[config.mk]
export PLATFORM = sky130hd
export DESIGN_NAME = sample_frame_top
export DESIGN_NICKNAME = d
export VERILOG_FILES = /design/src/sample_pkg.sv /design/src/deserializer.sv /design/src/butterfly_stage.sv /design/src/serializer.sv /design/src/sample_frame_top.sv
export VERILOG_INCLUDE_DIRS = /design/src /design/src/src
export SDC_FILE = /design/constraint.sdc
export NUM_CORES = 1
export LEC_CHECK = 0
export BUFFER_PORTS_ARGS = -buffer_cell sky130_fd_sc_hd__buf_2
export CAP_MARGIN = 10
export CELL_PAD_IN_SITES_DETAIL_PLACEMENT = 1
export CELL_PAD_IN_SITES_GLOBAL_PLACEMENT = 1
export CORE_UTILIZATION = 53
export DETAILED_ROUTE_END_ITERATION = 16
export PLACE_DENSITY = 0.88
export SLEW_MARGIN = 10
export SYNTH_ARGS = -nofsm -noshare
export SYNTH_HDL_FRONTEND = slang
export SYNTH_SLANG_ARGS = --single-unit
[constraint.sdc]
create_clock -name clk -period 16.25 [get_ports clk]
set_input_delay 2.4375 -clock clk [delete_from_list [all_inputs] [get_ports clk]]
set_output_delay 2.4375 -clock clk [all_outputs]
set_load 0.1 [all_outputs]
[src/sample_defs.svh]
`ifndef SAMPLE_DEFS_SVH
`define SAMPLE_DEFS_SVH

// Bits per sample
`define SAMPLE_WIDTH 32

// Samples per frame, an even power of two
`define FRAME_SAMPLES 8

`endif

[src/sample_pkg.sv]
`include "sample_defs.svh"

package sample_pkg;

  typedef logic [`SAMPLE_WIDTH-1:0] sample_t;

  // Counts 0 up to FRAME_SAMPLES inclusive
  typedef logic [$clog2(`FRAME_SAMPLES + 1)-1:0] count_t;

  typedef enum logic {
    COLLECT,
    HOLD
  } deser_state_t;

endpackage

[src/deserializer.sv]
`timescale 1ns/100ps
`include "sample_defs.svh"

module deserializer #(
  parameter int N_SAMPLES = `FRAME_SAMPLES
) (
  input  logic                clk,
  input  logic                reset,

  input  logic                recv_val,
  output logic                recv_rdy,
  input  sample_pkg::sample_t recv_msg,

  output logic                send_val,
  input  logic                send_rdy,
  output sample_pkg::sample_t send_msg [N_SAMPLES-1:0]
);

  generate
    if (N_SAMPLES == 1) begin : g_bypass
      // Single sample frame, nothing to gather
      assign recv_rdy    = send_rdy;
      assign send_val    = recv_val;
      assign send_msg[0] = recv_msg;
    end else begin : g_frame
      logic [N_SAMPLES-1:0] en_sel;

      deserializer_control #(
        .N_SAMPLES(N_SAMPLES)
      ) control_i (
        .clk     (clk),
        .reset   (reset),
        .recv_val(recv_val),
        .send_rdy(send_rdy),
        .send_val(send_val),
        .recv_rdy(recv_rdy),
        .en_sel  (en_sel)
      );

      // One slot register per sample
      for (genvar i = 0; i < N_SAMPLES; i++) begin : g_slot
        always_ff @(posedge clk) begin
          if (en_sel[i]) begin
            send_msg[i] <= recv_msg;
          end
        end
      end
    end
  endgenerate

endmodule

module deserializer_control #(
  parameter int N_SAMPLES = `FRAME_SAMPLES
) (
  input  logic                 clk,
  input  logic                 reset,

  input  logic                 recv_val,
  input  logic                 send_rdy,

  output logic                 send_val,
  output logic                 recv_rdy,

  output logic [N_SAMPLES-1:0] en_sel
);
  import sample_pkg::*;

  deser_state_t state;
  deser_state_t state_next;
  count_t       count;
  count_t       count_next;
  logic         accept;

  assign accept = recv_val && recv_rdy;

  // Count decoded to the slot being written
  assign en_sel = accept ? (N_SAMPLES'(1) << count) : '0;

  always_comb begin
    state_next = state;
    count_next = count;
    recv_rdy   = 1'b0;
    send_val   = 1'b0;
    case (state)
      COLLECT: begin
        recv_rdy = 1'b1;
        if (recv_val) begin
          count_next = count + 1'b1;
          if (count_next == count_t'(N_SAMPLES)) begin
            state_next = HOLD;  // Frame complete
          end
        end
      end
      HOLD: begin
        send_val = 1'b1;
        if (send_rdy) begin
          state_next = COLLECT;
          count_next = '0;
        end
      end
      default: begin
        state_next = COLLECT;
        count_next = '0;
      end
    endcase
  end

  always_ff @(posedge clk) begin
    if (reset) begin
      state <= COLLECT;
      count <= '0;
    end else begin
      state <= state_next;
      count <= count_next;
    end
  end

endmodule

[src/butterfly_stage.sv]
`timescale 1ns/100ps
`include "sample_defs.svh"

module butterfly_stage (
  input  logic                clk,
  input  logic                reset,

  input  logic                in_val,
  output logic                in_rdy,
  input  sample_pkg::sample_t in_frame [`FRAME_SAMPLES-1:0],

  output logic                out_val,
  input  logic                out_rdy,
  output sample_pkg::sample_t out_frame [`FRAME_SAMPLES-1:0]
);
  import sample_pkg::*;

  localparam int HALF = `FRAME_SAMPLES / 2;

  sample_t frame_q [`FRAME_SAMPLES-1:0];
  logic    full;
  logic    accept;

  // Empty, or the held frame leaves this cycle
  assign in_rdy = !full || out_rdy;
  assign accept = in_val && in_rdy;

  always_ff @(posedge clk) begin
    if (reset) begin
      full <= 1'b0;
    end else if (accept) begin
      full <= 1'b1;
    end else if (out_rdy) begin
      full <= 1'b0;
    end
  end

  // Sums in the lower half, differences in the upper half
  always_ff @(posedge clk) begin
    if (accept) begin
      for (int i = 0; i < HALF; i++) begin
        frame_q[i]        <= in_frame[i] + in_frame[i+HALF];  // Wraps at sample width
        frame_q[i + HALF] <= in_frame[i] - in_frame[i+HALF];
      end
    end
  end

  assign out_val   = full;
  assign out_frame = frame_q;

endmodule

[src/serializer.sv]
`timescale 1ns/100ps
`include "sample_defs.svh"

module serializer #(
  parameter int N_SAMPLES = `FRAME_SAMPLES
) (
  input  logic                clk,
  input  logic                reset,

  input  logic                recv_val,
  output logic                recv_rdy,
  input  sample_pkg::sample_t recv_msg [N_SAMPLES-1:0],

  output logic                send_val,
  input  logic                send_rdy,
  output sample_pkg::sample_t send_msg
);
  import sample_pkg::*;

  // Index bits into the buffer, at least one
  localparam int IDX_W = (N_SAMPLES > 1) ? $clog2(N_SAMPLES) : 1;

  sample_t frame_buf [N_SAMPLES-1:0];
  count_t  idx;
  count_t  idx_next;
  logic    busy;
  logic    load;

  assign recv_rdy = !busy;
  assign load     = recv_val && !busy;
  assign send_val = busy;
  assign send_msg = frame_buf[idx[IDX_W-1:0]];
  assign idx_next = idx + 1'b1;

  always_ff @(posedge clk) begin
    if (load) begin
      frame_buf <= recv_msg;
    end
  end

  always_ff @(posedge clk) begin
    if (reset) begin
      busy <= 1'b0;
      idx  <= '0;
    end else if (load) begin
      busy <= 1'b1;
      idx  <= '0;
    end else if (busy && send_rdy) begin
      if (idx_next == count_t'(N_SAMPLES)) begin
        busy <= 1'b0;  // Last sample taken
        idx  <= '0;
      end else begin
        idx <= idx_next;
      end
    end
  end

endmodule

[src/sample_frame_top.sv]
`timescale 1ns/100ps
`include "sample_defs.svh"

module sample_frame_top (
  input  logic                clk,
  input  logic                reset,

  input  logic                in_val,
  output logic                in_rdy,
  input  sample_pkg::sample_t in_sample,

  output logic                out_val,
  input  logic                out_rdy,
  output sample_pkg::sample_t out_sample
);
  import sample_pkg::*;

  logic    deser_val;
  logic    deser_rdy;
  sample_t deser_frame [`FRAME_SAMPLES-1:0];

  logic    bfly_val;
  logic    bfly_rdy;
  sample_t bfly_frame [`FRAME_SAMPLES-1:0];

  deserializer #(
    .N_SAMPLES(`FRAME_SAMPLES)
  ) deser_i (
    .clk     (clk),
    .reset   (reset),
    .recv_val(in_val),
    .recv_rdy(in_rdy),
    .recv_msg(in_sample),
    .send_val(deser_val),
    .send_rdy(deser_rdy),
    .send_msg(deser_frame)
  );

  butterfly_stage bfly_i (
    .clk      (clk),
    .reset    (reset),
    .in_val   (deser_val),
    .in_rdy   (deser_rdy),
    .in_frame (deser_frame),
    .out_val  (bfly_val),
    .out_rdy  (bfly_rdy),
    .out_frame(bfly_frame)
  );

  serializer #(
    .N_SAMPLES(`FRAME_SAMPLES)
  ) ser_i (
    .clk     (clk),
    .reset   (reset),
    .recv_val(bfly_val),
    .recv_rdy(bfly_rdy),
    .recv_msg(bfly_frame),
    .send_val(out_val),
    .send_rdy(out_rdy),
    .send_msg(out_sample)
  );

endmodule

==> out/metrics.yaml <==
outcome: "finished, final reports clean"
grt_first_pass_wirelength_mm: 165
r2r-end: "bfly_i.out_frame[126]"
fin_skew_ns: 0.0374
yosysSeqAreaShare: 0.603
drv_cap: 0
cts_tree: "done"
drtIter0Drc: 3028
finalHoldViolCount: 0
final.setup.tns_ns: 0
clock_latency_ns: 0.66
grt_overflow: 0
holdPathEnd: "ser_i.frame_buf[103]"
slew_viol_final: 0
crit_required_ns: 13.81
synth_edf_count: 760
synthDistinctLibCells: 91
holdCritStartpoint: "bfly_i.out_frame[103]"
yosysTopAreaCell: "edfxtp_1"
grt_usage: 0.302
rrSetupSlack_ns: 11.51
endpoint_kind: "output port"
cts.sinks: 771
regToRegStartpoint: "deser_i.send_msg[96]"
core_area_mm2: 0.0715
drc_errors: 0
hold_path_depth: 0
vias: 24700
vdd_ir_drop_max_uv: 80.9
portBuffers: 69
synthCells: 2855
fillers: 6900
start_util: 0.535
post-route-period-util: 0.364
die_h_um: 271
async_flop_share: 0
routed_wl_mm: 111
wl_per_cell_um: 28.4
pwr_density_cell_mw_per_mm2: 102
crit_type: "flop to output port"
synth_area_mm2: 0.0382
rsz0062_at_grt: "no"
synth_top_area_share: 0.597
holdCritPathClass: "flop to flop"
ant_nets: 0
area_growth_pct: 9.99
finalCoreUtilization: 0.588
grt_pass1_vias: 26100
firstDrtPassIters: 5
htreeDepth: 3
ys.flop_type: "edfxtp_1"
worstPathMaxFanout: 35
holdBufCountCts: 0
postSynthAreaPerCell_um2: 13.4
vias_per_cell: 6.31
fmax_mhz: 169
p_leak_nw: 15.1
die-area_mm2: 0.0732
cts_buffers: 79
grt_max_degree: 178
place.gp.congestion: 0.931
relSlewSlack: 0.227
synth_nets: 3156
fin_crit_ns: 5.91
clock-root-buffer: "clkbuf_16"
dp_hpwl_mm: 77.8
synth-warning-count: 0
drive_above_1_share: 0.117
tightest_slew_ns: 1.16
setup_viol: 0
antenna_found_initial: 15
arrival_ns: 3.47
clk_pin_slew_ns: 0.06
fin_nets: 3207
ys_ff_latch: 771
ios: 70
synthTopCellsByArea: "edfxtp_1 (60%), ha_1 (8.4%), xnor2_1 (4.5%)"
clockBufferDepth: 3
post_cts_buffers: 0
cp-start-kind: "flop"
cts.repair.resized: 0
ff2ff_path_depth: 12
die_w_um: 271
rows: 98
cell usage after synthesis (10+ instances only):
master,number
a211oi_1,17
a21boi_0,10
a21o_1,40
a21oi_1,242
a31oi_1,20
and3_1,11
buf_1,12
buf_2,28
clkbuf_1,72
dfxtp_1,11
edfxtp_1,760
ha_1,257
inv_1,247
mux2_2,31
mux4_2,63
nand2_1,67
nand2b_1,19
nand3_1,27
nand4_1,18
nor2_1,212
nor2b_1,28
nor3_1,44
nor4_1,23
o21a_1,23
o21ai_0,79
o21bai_1,63
o31ai_1,35
xnor2_1,195
xor2_1,41
how the worst max path moves through the flow:
stage / from / endpoint / depth (start not counted)
after floorplan: ser_i.send_val / bfly_i.out_frame[100] / 2
after global placement: ser_i.idx[0] / out_sample[14] / 4
after detailed placement: ser_i.idx[0] / out_sample[20] / 4
after CTS: ser_i.idx[0] / out_sample[20] / 4
after global routing: ser_i.idx[0] / out_sample[20] / 4
final: ser_i.idx[0] / out_sample[18] / 4
metrics by stage:
| stage | instance area, um2 | hold slack (ns) | cells | power, mW | worst slack, ns |
|---|---|---|---|---|---|
| after floorplan | 38200 | 0.400 | 2855 | 2.38 | 2.24 |
| after global placement | 39500 | 0.402 | 3775 | 2.45 | 11.00 |
| after detailed placement | 39500 | 0.405 | 3775 | 2.46 | 10.90 |
| after CTS | 42000 | 0.414 | 3917 | 4.29 | 10.22 |
| after global routing | 42000 | 0.411 | 3919 | 4.36 | 10.14 |
| final | 42000 | 0.407 | 3920 | 4.28 | 10.34 |
flip-flops by register name, summed over array words and instances, names as in the netlist:
name                             flops
deser_i.send_msg                   256
bfly_i.out_frame                   252
ser_i.frame_buf                    252
deser_i.g_frame.control_i.count      4
ser_i.idx                            4
bfly_i.out_val                       1
deser_i.g_frame.control_i.state      1
ser_i.send_val                       1
power by group:
part	total, mW	internal (mW)	leakage [nW]	switching, mW
logic	0.233	0.0740	6.95	0.159
clock network	1.85	1.04	1.25	0.812
registers	2.20	2.19	6.94	0.00919
layer usage:
layer | track usage | vias to the layer above | part of all wire
met5 | 0 | - | 0.00031
met4 | 0.105 | 4 | 0.038
met3 | 0.0463 | 259 | 0.085
met2 | 0.507 | 1274 | 0.49
met1 | 0.400 | 12600 | 0.39
li1 | - | 10600 | -
layout by cell type, fill, tap and decap left out, types with 8 or more instances in the layout:
| master | synthesis | final |
|---|---|---|
| edfxtp_1 | 760 | 760 |
| ha_1 | 257 | 257 |
| inv_1 | 247 | 247 |
| a21oi_1 | 242 | 241 |
| nor2_1 | 212 | 212 |
| xnor2_1 | 195 | 195 |
| o21ai_0 | 79 | 79 |
| clkbuf_16 | 0 | 79 |
| buf_2 | 28 | 69 |
| nand2_1 | 67 | 67 |
| o21bai_1 | 63 | 63 |
| mux4_2 | 63 | 63 |
| xor2_1 | 41 | 41 |
| a21o_1 | 40 | 40 |
| nor3_1 | 44 | 38 |
| o31ai_1 | 35 | 35 |
| mux2_2 | 31 | 31 |
| nor2b_1 | 28 | 27 |
| nand3_1 | 27 | 27 |
| nor4_1 | 23 | 23 |
| o21a_1 | 23 | 23 |
| a31oi_1 | 20 | 20 |
| nand2b_1 | 19 | 19 |
| clkinv_1 | 3 | 19 |
| nand4_1 | 18 | 18 |
| a211oi_1 | 17 | 17 |
| clkbuf_1 | 72 | 17 |
| buf_4 | 2 | 16 |
| and3_1 | 11 | 11 |
| clkinv_2 | 0 | 11 |
| a21boi_0 | 10 | 10 |
| o41ai_1 | 8 | 8 |
| or3_1 | 8 | 8 |
| fa_1 | 8 | 8 |
| dfxtp_1 | 11 | 8 |
| bufinv_16 | 0 | 8 |
cell families after synthesis:
group / synth area share
flops: 0.603
fa+ha+maj: 0.0883
simple gates: 0.0621
compound gates: 0.109
mux: 0.0462
buf+inv: 0.0375
xor+xnor: 0.0541
worst max-delay path, stage by stage (launching register included):
cell	delay, ns
dfxtp_4	0.77
buf_4	0.71
mux4_2	0.60
mux2_2	0.34
buf_2	0.31
area by class of cell:
type | instances | area (um2) | share of cell area
Sequential cell | 771 | 23100 | 0.548
Multi-Input combinational cell | 1717 | 13800 | 0.328
Clock buffer | 96 | 2040 | 0.0485
Tap cell | 950 | 1190 | 0.0283
Inverter | 251 | 942 | 0.0224
Clock inverter | 46 | 523 | 0.0124
Timing Repair Buffer | 86 | 485 | 0.0115
Antenna cell | 3 | 7.51 | 0.000179
Power figures use the tool's default switching activity.
